File: config.mk
export PLATFORM = sky130hd
export DESIGN_NAME = conv_core
export DESIGN_NICKNAME = d
export VERILOG_FILES = /design/src/rtl/conv_pkg.sv /design/src/rtl/conv_core.sv /design/src/rtl/conv_ctrl.sv /design/src/rtl/mac_array.sv /design/src/rtl/n_delay.sv /design/src/rtl/step_buffer.sv
export SDC_FILE = /design/constraint.sdc
export NUM_CORES = 1
export LEC_CHECK = 0
export BUFFER_PORTS_ARGS = -buffer_cell sky130_fd_sc_hd__buf_2
export CAP_MARGIN = 20
export CORE_MARGIN = 4
export CORE_UTILIZATION = 35
export CTS_BUF_LIST = sky130_fd_sc_hd__clkbuf_4
export DETAILED_ROUTE_END_ITERATION = 7
export MAX_ROUTING_LAYER = met4
export PLACE_DENSITY_LB_ADDON = 0.08
export SYNTH_ARGS = -nofsm -noshare
export SYNTH_HDL_FRONTEND = slang
export SYNTH_SLANG_ARGS = --single-unit
File: constraint.sdc
create_clock -name aclk -period 4.94 [get_ports aclk]
set_clock_uncertainty 0.2 [all_clocks]
set_input_delay 1.235 -clock aclk [delete_from_list [all_inputs] [get_ports aclk]]
set_output_delay 1.235 -clock aclk [all_outputs]
set_load 0.01 [all_outputs]
File: src/rtl/conv_pkg.sv
package conv_pkg;

    // Lanes, one per kernel tap
    localparam int STEPS = 3;

    // A lane result shows up ACC_DELAY-1 cycles after its operands
    localparam int ACC_DELAY = 4;

    localparam int PIX_W  = 8;
    localparam int WGT_W  = 8;
    localparam int ACC_W  = 18;
    localparam int USER_W = 4;

    // Deepest path through the slice, which also bounds the beats in flight
    localparam int MAX_INFLIGHT = 1 + STEPS * (ACC_DELAY - 1);
    localparam int CNT_W        = $clog2(MAX_INFLIGHT + 1);

    typedef struct packed {
        logic              valid;
        logic              last;
        logic [USER_W-1:0] user;
    } side_t;

    // One lane entering the skew
    typedef struct packed {
        side_t            side;
        logic [PIX_W-1:0] pix;
    } pix_lane_t;

    // One lane leaving the MAC array
    typedef struct packed {
        side_t            side;
        logic [ACC_W-1:0] acc;
    } acc_lane_t;

    typedef struct packed {
        logic                        is_1x1;
        logic [STEPS-1:0][WGT_W-1:0] weights;
    } cfg_t;

endpackage

File: src/rtl/conv_core.sv
`timescale 1ns/1ns

module conv_core (
    input  logic                                            aclk,
    input  logic                                            aclken,
    input  logic                                            arst_n,
    input  logic                                            in_valid,
    input  logic                                            in_last,
    input  logic [conv_pkg::USER_W-1:0]                     in_user,
    input  logic [conv_pkg::STEPS-1:0][conv_pkg::PIX_W-1:0] in_pix,
    input  logic                                            cfg_load,
    input  logic                                            cfg_is_1x1,
    input  logic [conv_pkg::STEPS-1:0][conv_pkg::WGT_W-1:0] cfg_weights,
    output conv_pkg::acc_lane_t [conv_pkg::STEPS-1:0]       out_lanes,
    output logic                                            busy,
    output logic                                            cfg_err,
    output logic                                            frame_done
);

    conv_pkg::cfg_t                            cfg;
    conv_pkg::pix_lane_t [conv_pkg::STEPS-1:0] raw_lanes;
    conv_pkg::pix_lane_t [conv_pkg::STEPS-1:0] skew_lanes;

    // Every lane carries the beat's sideband along with its pixel
    for (genvar i = 0; i < conv_pkg::STEPS; i++) begin : g_pack
        assign raw_lanes[i] = '{
            side: '{valid: in_valid, last: in_last, user: in_user},
            pix:  in_pix[i]
        };
    end

    conv_ctrl u_ctrl (
        .aclk        (aclk),
        .aclken      (aclken),
        .arst_n      (arst_n),
        .cfg_load    (cfg_load),
        .cfg_is_1x1  (cfg_is_1x1),
        .cfg_weights (cfg_weights),
        .in_valid    (in_valid),
        .in_last     (in_last),
        .tail_valid  (out_lanes[conv_pkg::STEPS-1].side.valid),
        .tail_last   (out_lanes[conv_pkg::STEPS-1].side.last),
        .cfg         (cfg),
        .busy        (busy),
        .cfg_err     (cfg_err),
        .frame_done  (frame_done)
    );

    step_buffer u_step (
        .aclk      (aclk),
        .aclken    (aclken),
        .arst_n    (arst_n),
        .is_1x1    (cfg.is_1x1),
        .lanes_in  (raw_lanes),
        .lanes_out (skew_lanes)
    );

    mac_array u_mac (
        .aclk      (aclk),
        .aclken    (aclken),
        .arst_n    (arst_n),
        .cfg       (cfg),
        .lanes_in  (skew_lanes),
        .lanes_out (out_lanes)
    );

endmodule

File: src/rtl/conv_ctrl.sv
`timescale 1ns/1ns

module conv_ctrl (
    input  logic                                                aclk,
    input  logic                                                aclken,
    input  logic                                                arst_n,
    input  logic                                                cfg_load,
    input  logic                                                cfg_is_1x1,
    input  logic [conv_pkg::STEPS-1:0][conv_pkg::WGT_W-1:0]     cfg_weights,
    input  logic                                                in_valid,
    input  logic                                                in_last,
    input  logic                                                tail_valid,
    input  logic                                                tail_last,
    output conv_pkg::cfg_t                                      cfg,
    output logic                                                busy,
    output logic                                                cfg_err,
    output logic                                                frame_done
);

    logic [conv_pkg::CNT_W-1:0] beats_q;
    logic [conv_pkg::CNT_W-1:0] frames_q;
    logic                       frame_in;
    logic                       frame_out;
    logic                       cfg_ok;

    assign busy = (beats_q != '0);

    // A load must not overlap any beat, queued or arriving
    assign cfg_ok = cfg_load && !busy && !in_valid;

    assign frame_in  = in_valid && in_last;
    assign frame_out = tail_valid && tail_last && (frames_q != '0);

    always_ff @(posedge aclk or negedge arst_n) begin
        if (!arst_n) begin
            beats_q    <= '0;
            frames_q   <= '0;
            cfg        <= '{is_1x1: 1'b1, weights: '0};
            cfg_err    <= 1'b0;
            frame_done <= 1'b0;
        end else if (aclken) begin
            case ({in_valid, tail_valid})
                2'b10:   beats_q <= beats_q + 1'b1;
                2'b01:   beats_q <= beats_q - 1'b1;
                default: beats_q <= beats_q;
            endcase

            // Frames still open in the pipe
            case ({frame_in, frame_out})
                2'b10:   frames_q <= frames_q + 1'b1;
                2'b01:   frames_q <= frames_q - 1'b1;
                default: frames_q <= frames_q;
            endcase

            if (cfg_ok) begin
                cfg <= '{is_1x1: cfg_is_1x1, weights: cfg_weights};
            end

            cfg_err    <= cfg_load && !cfg_ok;
            frame_done <= frame_out;
        end
    end

endmodule

File: src/rtl/mac_array.sv
`timescale 1ns/1ns

module mac_array (
    input  logic                                      aclk,
    input  logic                                      aclken,
    input  logic                                      arst_n,
    input  conv_pkg::cfg_t                            cfg,
    input  conv_pkg::pix_lane_t [conv_pkg::STEPS-1:0] lanes_in,
    output conv_pkg::acc_lane_t [conv_pkg::STEPS-1:0] lanes_out
);

    logic [conv_pkg::ACC_W-1:0] acc_d  [conv_pkg::STEPS];
    logic [conv_pkg::ACC_W-1:0] acc_q  [conv_pkg::STEPS];
    conv_pkg::side_t            side_q [conv_pkg::STEPS];

    for (genvar i = 0; i < conv_pkg::STEPS; i++) begin : g_lane
        logic [conv_pkg::ACC_W-1:0] prod;
        logic [conv_pkg::ACC_W-1:0] casc;
        conv_pkg::side_t            side_o;

        // Product is formed at full accumulator width
        assign prod = lanes_in[i].pix * cfg.weights[i];

        if (i == 0) begin : g_head
            assign casc = '0;
        end else begin : g_chain
            // Previous lane's sum lands here in the same cycle as this lane's pixel
            assign casc = cfg.is_1x1 ? '0 : acc_q[i-1];
        end

        assign acc_d[i] = prod + casc;

        // First stage of each delay registers the sum, the rest pipeline it
        n_delay #(
            .N (conv_pkg::ACC_DELAY - 1),
            .T (logic [conv_pkg::ACC_W-1:0])
        ) u_acc (
            .aclk   (aclk),
            .aclken (aclken),
            .arst_n (arst_n),
            .d      (acc_d[i]),
            .q      (acc_q[i])
        );

        n_delay #(
            .N (conv_pkg::ACC_DELAY - 1),
            .T (conv_pkg::side_t)
        ) u_side (
            .aclk   (aclk),
            .aclken (aclken),
            .arst_n (arst_n),
            .d      (lanes_in[i].side),
            .q      (side_q[i])
        );

        // Only the tail lane holds a complete dot product in cascade mode
        always_comb begin
            side_o = side_q[i];
            if (!cfg.is_1x1 && (i != conv_pkg::STEPS - 1)) begin
                side_o.valid = 1'b0;
            end
        end

        assign lanes_out[i] = '{side: side_o, acc: acc_q[i]};
    end

endmodule

File: src/rtl/n_delay.sv
`timescale 1ns/1ns

module n_delay #(
    parameter int  N = 1,
    parameter type T = logic
) (
    input  logic aclk,
    input  logic aclken,
    input  logic arst_n,
    input  T     d,
    output T     q
);

    T stage [N];

    always_ff @(posedge aclk or negedge arst_n) begin
        if (!arst_n) begin
            for (int k = 0; k < N; k++) begin
                stage[k] <= '0;
            end
        end else if (aclken) begin
            stage[0] <= d;
            // Shift towards the tail
            for (int k = 1; k < N; k++) begin
                stage[k] <= stage[k-1];
            end
        end
    end

    assign q = stage[N-1];

endmodule

File: src/rtl/step_buffer.sv
`timescale 1ns/1ns

module step_buffer (
    input  logic                                      aclk,
    input  logic                                      aclken,
    input  logic                                      arst_n,
    input  logic                                      is_1x1,
    input  conv_pkg::pix_lane_t [conv_pkg::STEPS-1:0] lanes_in,
    output conv_pkg::pix_lane_t [conv_pkg::STEPS-1:0] lanes_out
);

    conv_pkg::pix_lane_t [conv_pkg::STEPS-1:1] skew_q;
    conv_pkg::pix_lane_t [conv_pkg::STEPS-1:0] hold_d;
    conv_pkg::pix_lane_t [conv_pkg::STEPS-1:0] hold_q;

    // Lane 0 starts the cascade and needs no skew
    assign hold_d[0] = lanes_in[0];

    for (genvar i = 1; i < conv_pkg::STEPS; i++) begin : g_skew
        // Lane i waits for i partial sums to ripple through
        n_delay #(
            .N (i * (conv_pkg::ACC_DELAY - 1)),
            .T (conv_pkg::pix_lane_t)
        ) u_skew (
            .aclk   (aclk),
            .aclken (aclken),
            .arst_n (arst_n),
            .d      (lanes_in[i]),
            .q      (skew_q[i])
        );

        assign hold_d[i] = is_1x1 ? lanes_in[i] : skew_q[i];
    end

    // Hold stage on every lane keeps all paths one cycle longer
    always_ff @(posedge aclk or negedge arst_n) begin
        if (!arst_n) begin
            hold_q <= '0;
        end else if (aclken) begin
            hold_q <= hold_d;
        end
    end

    assign lanes_out = hold_q;

endmodule

Yosys cells after proc, flatten, opt, wreduce, memory -nomap -nowiden --
Index checks and enable logic that the tools add are counted.
Storage, ports and cells: register bits 371, output and inout port bits 75, logic and storage cells 108, memories kept 0, RAM bits 0, latch bits 0, ROM bits 0
Operators by class: shift operators 0, multipliers 3, equality and inequality tests 4, mux-type cells 8, divide/modulo/power cells 0, reduce and logical (&&, ||, !) cells 16, $add $sub $neg 6, bitwise gates (word level) 0, magnitude comparators 0
Operators by type and width (count):
- 8-bit by 8-bit multiplier with 16-bit output | 3
- 16-bit by 18-bit adder with 18-bit output | 2
- 14-bit 2-to-1 mux | 2
- 18-bit 2-to-1 mux | 1
- 16-bit 2-to-1 mux | 1
- 4-bit case mux with 2 select lines | 2
- 4-bit by 1-bit adder with 4-bit output (second input constant) | 2
- 4-bit nonzero test | 2
- 4-bit by 1-bit subtractor with 4-bit output (second input constant) | 2
- 1-bit logical AND | 6
- 2-bit AND reduction | 3
- 2-bit by 1-bit equality test with 1-bit output (second input constant) | 2
- 2-bit equality test (second input constant) | 2
- 2-bit nonzero test | 2
- 1-bit logical NOT | 3
- 1-bit 2-to-1 mux | 2

Logic depth before layout (Yosys ltp) --
depth after elaboration 6, depth in mapped cells 18, gate-level depth less buffers 16

By module --
A second synthesis with hierarchy kept.
Second synthesis, totals: cell total of the unflattened synthesis 2017, area total of the unflattened synthesis 25932.4 um^2
By module, submodules not included:
- mac_array | seq. area each 0.0 um^2, cells an instance 916, area each 7627.3 um^2, instances 1
- n_delay (u_mac.g_lane[0].u_acc ...) | seq. area each 1351.3 um^2, cells an instance 132, area each 2393.5 um^2, instances 3
- n_delay (u_step.g_skew[2].u_skew) | seq. area each 2102.0 um^2, cells an instance 191, area each 3467.1 um^2, instances 1
- n_delay (u_mac.g_lane[0].u_side ...) | seq. area each 450.4 um^2, cells an instance 44, area each 767.0 um^2, instances 3
- n_delay (u_step.g_skew[1].u_skew) | seq. area each 1051.0 um^2, cells an instance 103, area each 1870.5 um^2, instances 1
- step_buffer | seq. area each 1051.0 um^2, cells an instance 151, area each 1838.0 um^2, instances 1
- conv_ctrl | seq. area each 877.1 um^2, cells an instance 128, area each 1647.8 um^2, instances 1

Worst setup path after synthesis --
No wires, ideal clock.
kind register to register, start point reg, netlist name u_ctrl.cfg[24], end point reg u_mac.g_lane[2].u_acc.stage[49] in the netlist's numbering, data arrival time 4.369 ns, period minus slack after synthesis 4.695 ns, buffers on the path 2, setup time 0.126 ns, cell stages (with the launch flop) 17, setup slack 0.245 ns, cell sequence dfstp_2 -> clkbuf_1 -> clkbuf_1 -> nand2b_1 -> fa_1 -> inv_1 -> fa_1 -> fa_1 -> inv_1 -> fa_1 -> inv_1 -> ha_1 -> o21a_1 -> o31a_1 -> o21ai_0 -> o2111a_1 -> a221o_1
On the way: word-level cells in the longest chain between the ends 2
Ends and longest elaborated chain:
- 18-bit 2-to-1 mux | line mac_array.sv:28 | assign casc = cfg.is_1x1 ? '0 : acc_q[i-1];
- 16-bit by 18-bit adder with 18-bit output | line mac_array.sv:31 | assign acc_d[i] = prod + casc;
- to (signal, indexed assignment) | line n_delay.sv:25 | stage[k] <= stage[k-1];
- to (decl) | line n_delay.sv:14 | T stage [N];
Every way passes these cells. A chain may end at the register's enable or synchronous reset.

Worst setup path in the final report --
start point reg, netlist name u_ctrl.cfg[24], end point reg u_mac.g_lane[1].u_acc.stage[46] in the netlist's numbering
On the way: word-level cells in the longest chain between the ends 2
Ends and longest elaborated chain (line):
- 16-bit 2-to-1 mux | mac_array.sv:28
- 16-bit by 18-bit adder with 18-bit output | mac_array.sv:31
- to (signal, indexed assignment) | n_delay.sv:25
- to (decl) | n_delay.sv:14
Every way passes these cells.

==> results_dict.tcl <==
set metrics [dict create \
    status "finished clean" \
    drc 0 \
    drtIter0Drc 577 \
    hold_buffers 0 \
    hold_path_class "reg -> reg" \
    cts_sinks 371 \
    period_share_pct 94.5 \
    dpl.hpwl_um 34300 \
    synthTopCellsByCount "dfrtp_1 (370), mux2_2 (283), inv_1 (239), and2_1 (141), fa_1 (139)" \
    busiest_layer "met2" \
    post_dp_cell_area_sq_um 23700 \
    async_flop_share_pct 100 \
    clock_latency_ns 0.88 \
    first_pass_iters 4 \
    hold_violations 0 \
    yosysTopAreaCellShare_pct 41.2 \
    fp.dieH_um 262 \
    cts_tree "yes" \
    htreeDepth 3 \
    reg2reg_from "u_ctrl.cfg[24]" \
    synth.cell_area_sq_um 22500 \
    yosys_warnings 0 \
    synth-edff-count 0 \
    nets 2369 \
    ys_seq_area_share_pct 41.3 \
    port_buffers 131 \
    timing.setup.tns_ns 0 \
    areaGrowthSynthToFinish_pct 11.6 \
    wirelength_um 48300 \
    slowest_delay_ns 0.55 \
    grt_max_degree 152 \
    core-area_sq_um 63300 \
    grt_pass1_wl_um 81600 \
    drv_slew 0 \
    design_area_sq_um 25100 \
    slowest_stage "fa_1" \
    grt_antenna_before_repair 10 \
    initial_utilization_pct 35.5 \
    met3_usage_pct 3.95 \
    grt_pass1_vias 15184 \
    holdPathStages 1 \
    fmax_mhz 214 \
    synth_top_flop_cell "dfrtp_1" \
    synth_top_cell_by_area "dfrtp_1" \
    setup_violations 0 \
    endpoint_kind "flop" \
    path_clk_slew_ns 0.06 \
    io_pins 134 \
    crit_path_frequent_cell "fa_1" \
    avgViaCountPerCell 4.70 \
    ys_ff_latch 371 \
    syn_inst 1915 \
    period_needed_ns 4.67 \
    routabilityCongestion 0.830 \
    rows 92 \
    crit_required_ns 5.45 \
    grt_util_met2_pct 23.1 \
    hold_path_startpoint "u_step.g_skew[2].u_skew.stage[46]" \
    num_vias 14049 \
    yosysMostFrequentCell "dfrtp_1" \
    critical_path_class "reg -> reg" \
    fp.dieArea_sq_um 68400 \
    cap_viol_max_count 0 \
    gr-usage-met1_pct 20.5 \
    avgSynthCellArea_sq_um 11.7 \
    clk_path_buf_depth 3 \
    synth_cell_types 64 \
    setup.worst_path.start "u_ctrl.cfg[24]" \
    worstPathArrival_ns 5.17 \
    r2r_setup_slack_ns 0.27 \
    grt_setup_unrepaired "no" \
    cts_root_buf "clkbuf_4" \
    synth_area_leaders "dfrtp_1 (41%), mux2_2 (14%), fa_1 (12%), ha_1 (6.7%), inv_1 (4.0%)" \
    tightestPinTransition_ns 0.913 \
    drtAntennaViolNets 0 \
    cts_buffers 107 \
    grtUsageTotal_pct 15.3 \
    wl_per_cell_um 16.1 \
    startpoint_type "flop" \
    overflow 0 \
    cp_max_fo 13 \
    maxSlewHeadroom_pct 39.2 \
    die_w_um 262 \
    rr_worst_depth 14 \
    cp_cell_sequence "nand2b_1 > fa_1 > inv_1 > fa_1 > inv_1 > fa_1 > fa_1 > inv_1 > ha_1 > o21ai_0 > o21bai_1 > a21oi_2 > o2111a_1 > or3_1" \
    drive_above_1_share_pct 30.2 \
]
logic make-up (layout without fill, tap and decap cells):
family	count (synthesis)	in the layout	share of synthesized area, %
and+or+nand+nor	375	375	8.93
other	1	13	0.0167
DFF	371	371	41.3
xor gates and xnor gates	20	20	0.779
buffers and inverters	371	588	7.55
adders and majority gates	260	260	19.1
AOI/OAI and AO/OA	185	185	5.56
muxes	332	332	16.8
critical path: cells and delay by family (launching register included):
kind	cells	cell delay [ns]
flops	1	0.53
fa+ha+maj	5	2.33
compound gates	4	0.78
buf+inv	3	0.15
simple gates	2	0.55
layer usage:
layer	wire, um	part of all wire [%]
met5	0	0
met4	1320	2.7
met3	2390	5.0
met2	21800	45
met1	22700	47
layout make-up:
type / count / area [sq um]
clock inverter: 32 / 179
fill: 6343 / 38200
clock buffer: 160 / 1200
antenna: 11 / 27.5
multi-input combinational: 1174 / 11500
inverter: 240 / 901
tap: 846 / 1060
sequential: 371 / 9290
timing repair buffer: 156 / 930
placed cells by master (no fill, tap or decap), drive strengths merged, types with 12 or more instances in the layout:
master,Yosys,layout
nor3,12,12
o21a,16,16
clkbuf,26,160
clkinv,1,27
nor2b,21,21
dfrtp,370,370
and2,141,141
nand2b,24,24
nand2,89,89
mux2,303,303
buf,105,156
nor2,50,50
a21o,20,20
mux2i,29,29
a21oi,48,48
ha,121,121
fa,139,139
xnor2,14,14
inv,239,244
o21ai,32,32
worst paths after layout:
| path | to |
|---|---|
| max in group asynchronous | u_ctrl.cfg[7] |
| min reg2reg | u_step.g_skew[2].u_skew.stage[32] |
| max reg2reg | u_mac.g_lane[1].u_acc.stage[46] |
| min in group asynchronous | u_mac.g_lane[0].u_acc.q[0] |
| min | u_step.g_skew[2].u_skew.stage[32] |
| max | u_mac.g_lane[1].u_acc.stage[46] |
flip-flops by register name, summed over array words and instances (netlist names):
signal	flops
u_mac.g_lane.u_acc.q	52
u_ctrl.cfg_err	1
u_step.g_skew.u_skew.stage	67
u_mac.g_lane.u_acc.stage	104
u_ctrl.cfg	25
u_mac.g_lane.u_side.stage	30
u_step.g_skew.u_skew.q	28
u_mac.g_lane.u_side.q	13
u_ctrl.frames_q	4
u_ctrl.beats_q	4
u_step.lanes_out	42
u_ctrl.frame_done	1
stage by stage:
step	worst slack (ns)	hold slack (ns)	cells	util, %
2_1_floorplan	0.245	0.243	1916	-
3_3_place_gp	0.253	0.261	2786	37.4
3_5_place_dp	0.182	0.267	2786	37.4
4_1_cts	0.144	0.228	2978	39.6
5_1_grt	0.0140	0.274	2989	39.7
6_report	0.273	0.266	2990	39.7
timing repair:
| item | 4_1_cts | 5_1_grt |
|---|---|---|
| endpoints found under the setup margin | 0 | 6 |
| hold endpoints to repair | 0 | 0 |
| gates resized for setup | 0 | 6 |
| buffers inserted | 0 | 1 |
Power is not shown: default switching activity piles up to over one toggle a cycle in this logic, so the estimate is an artifact.
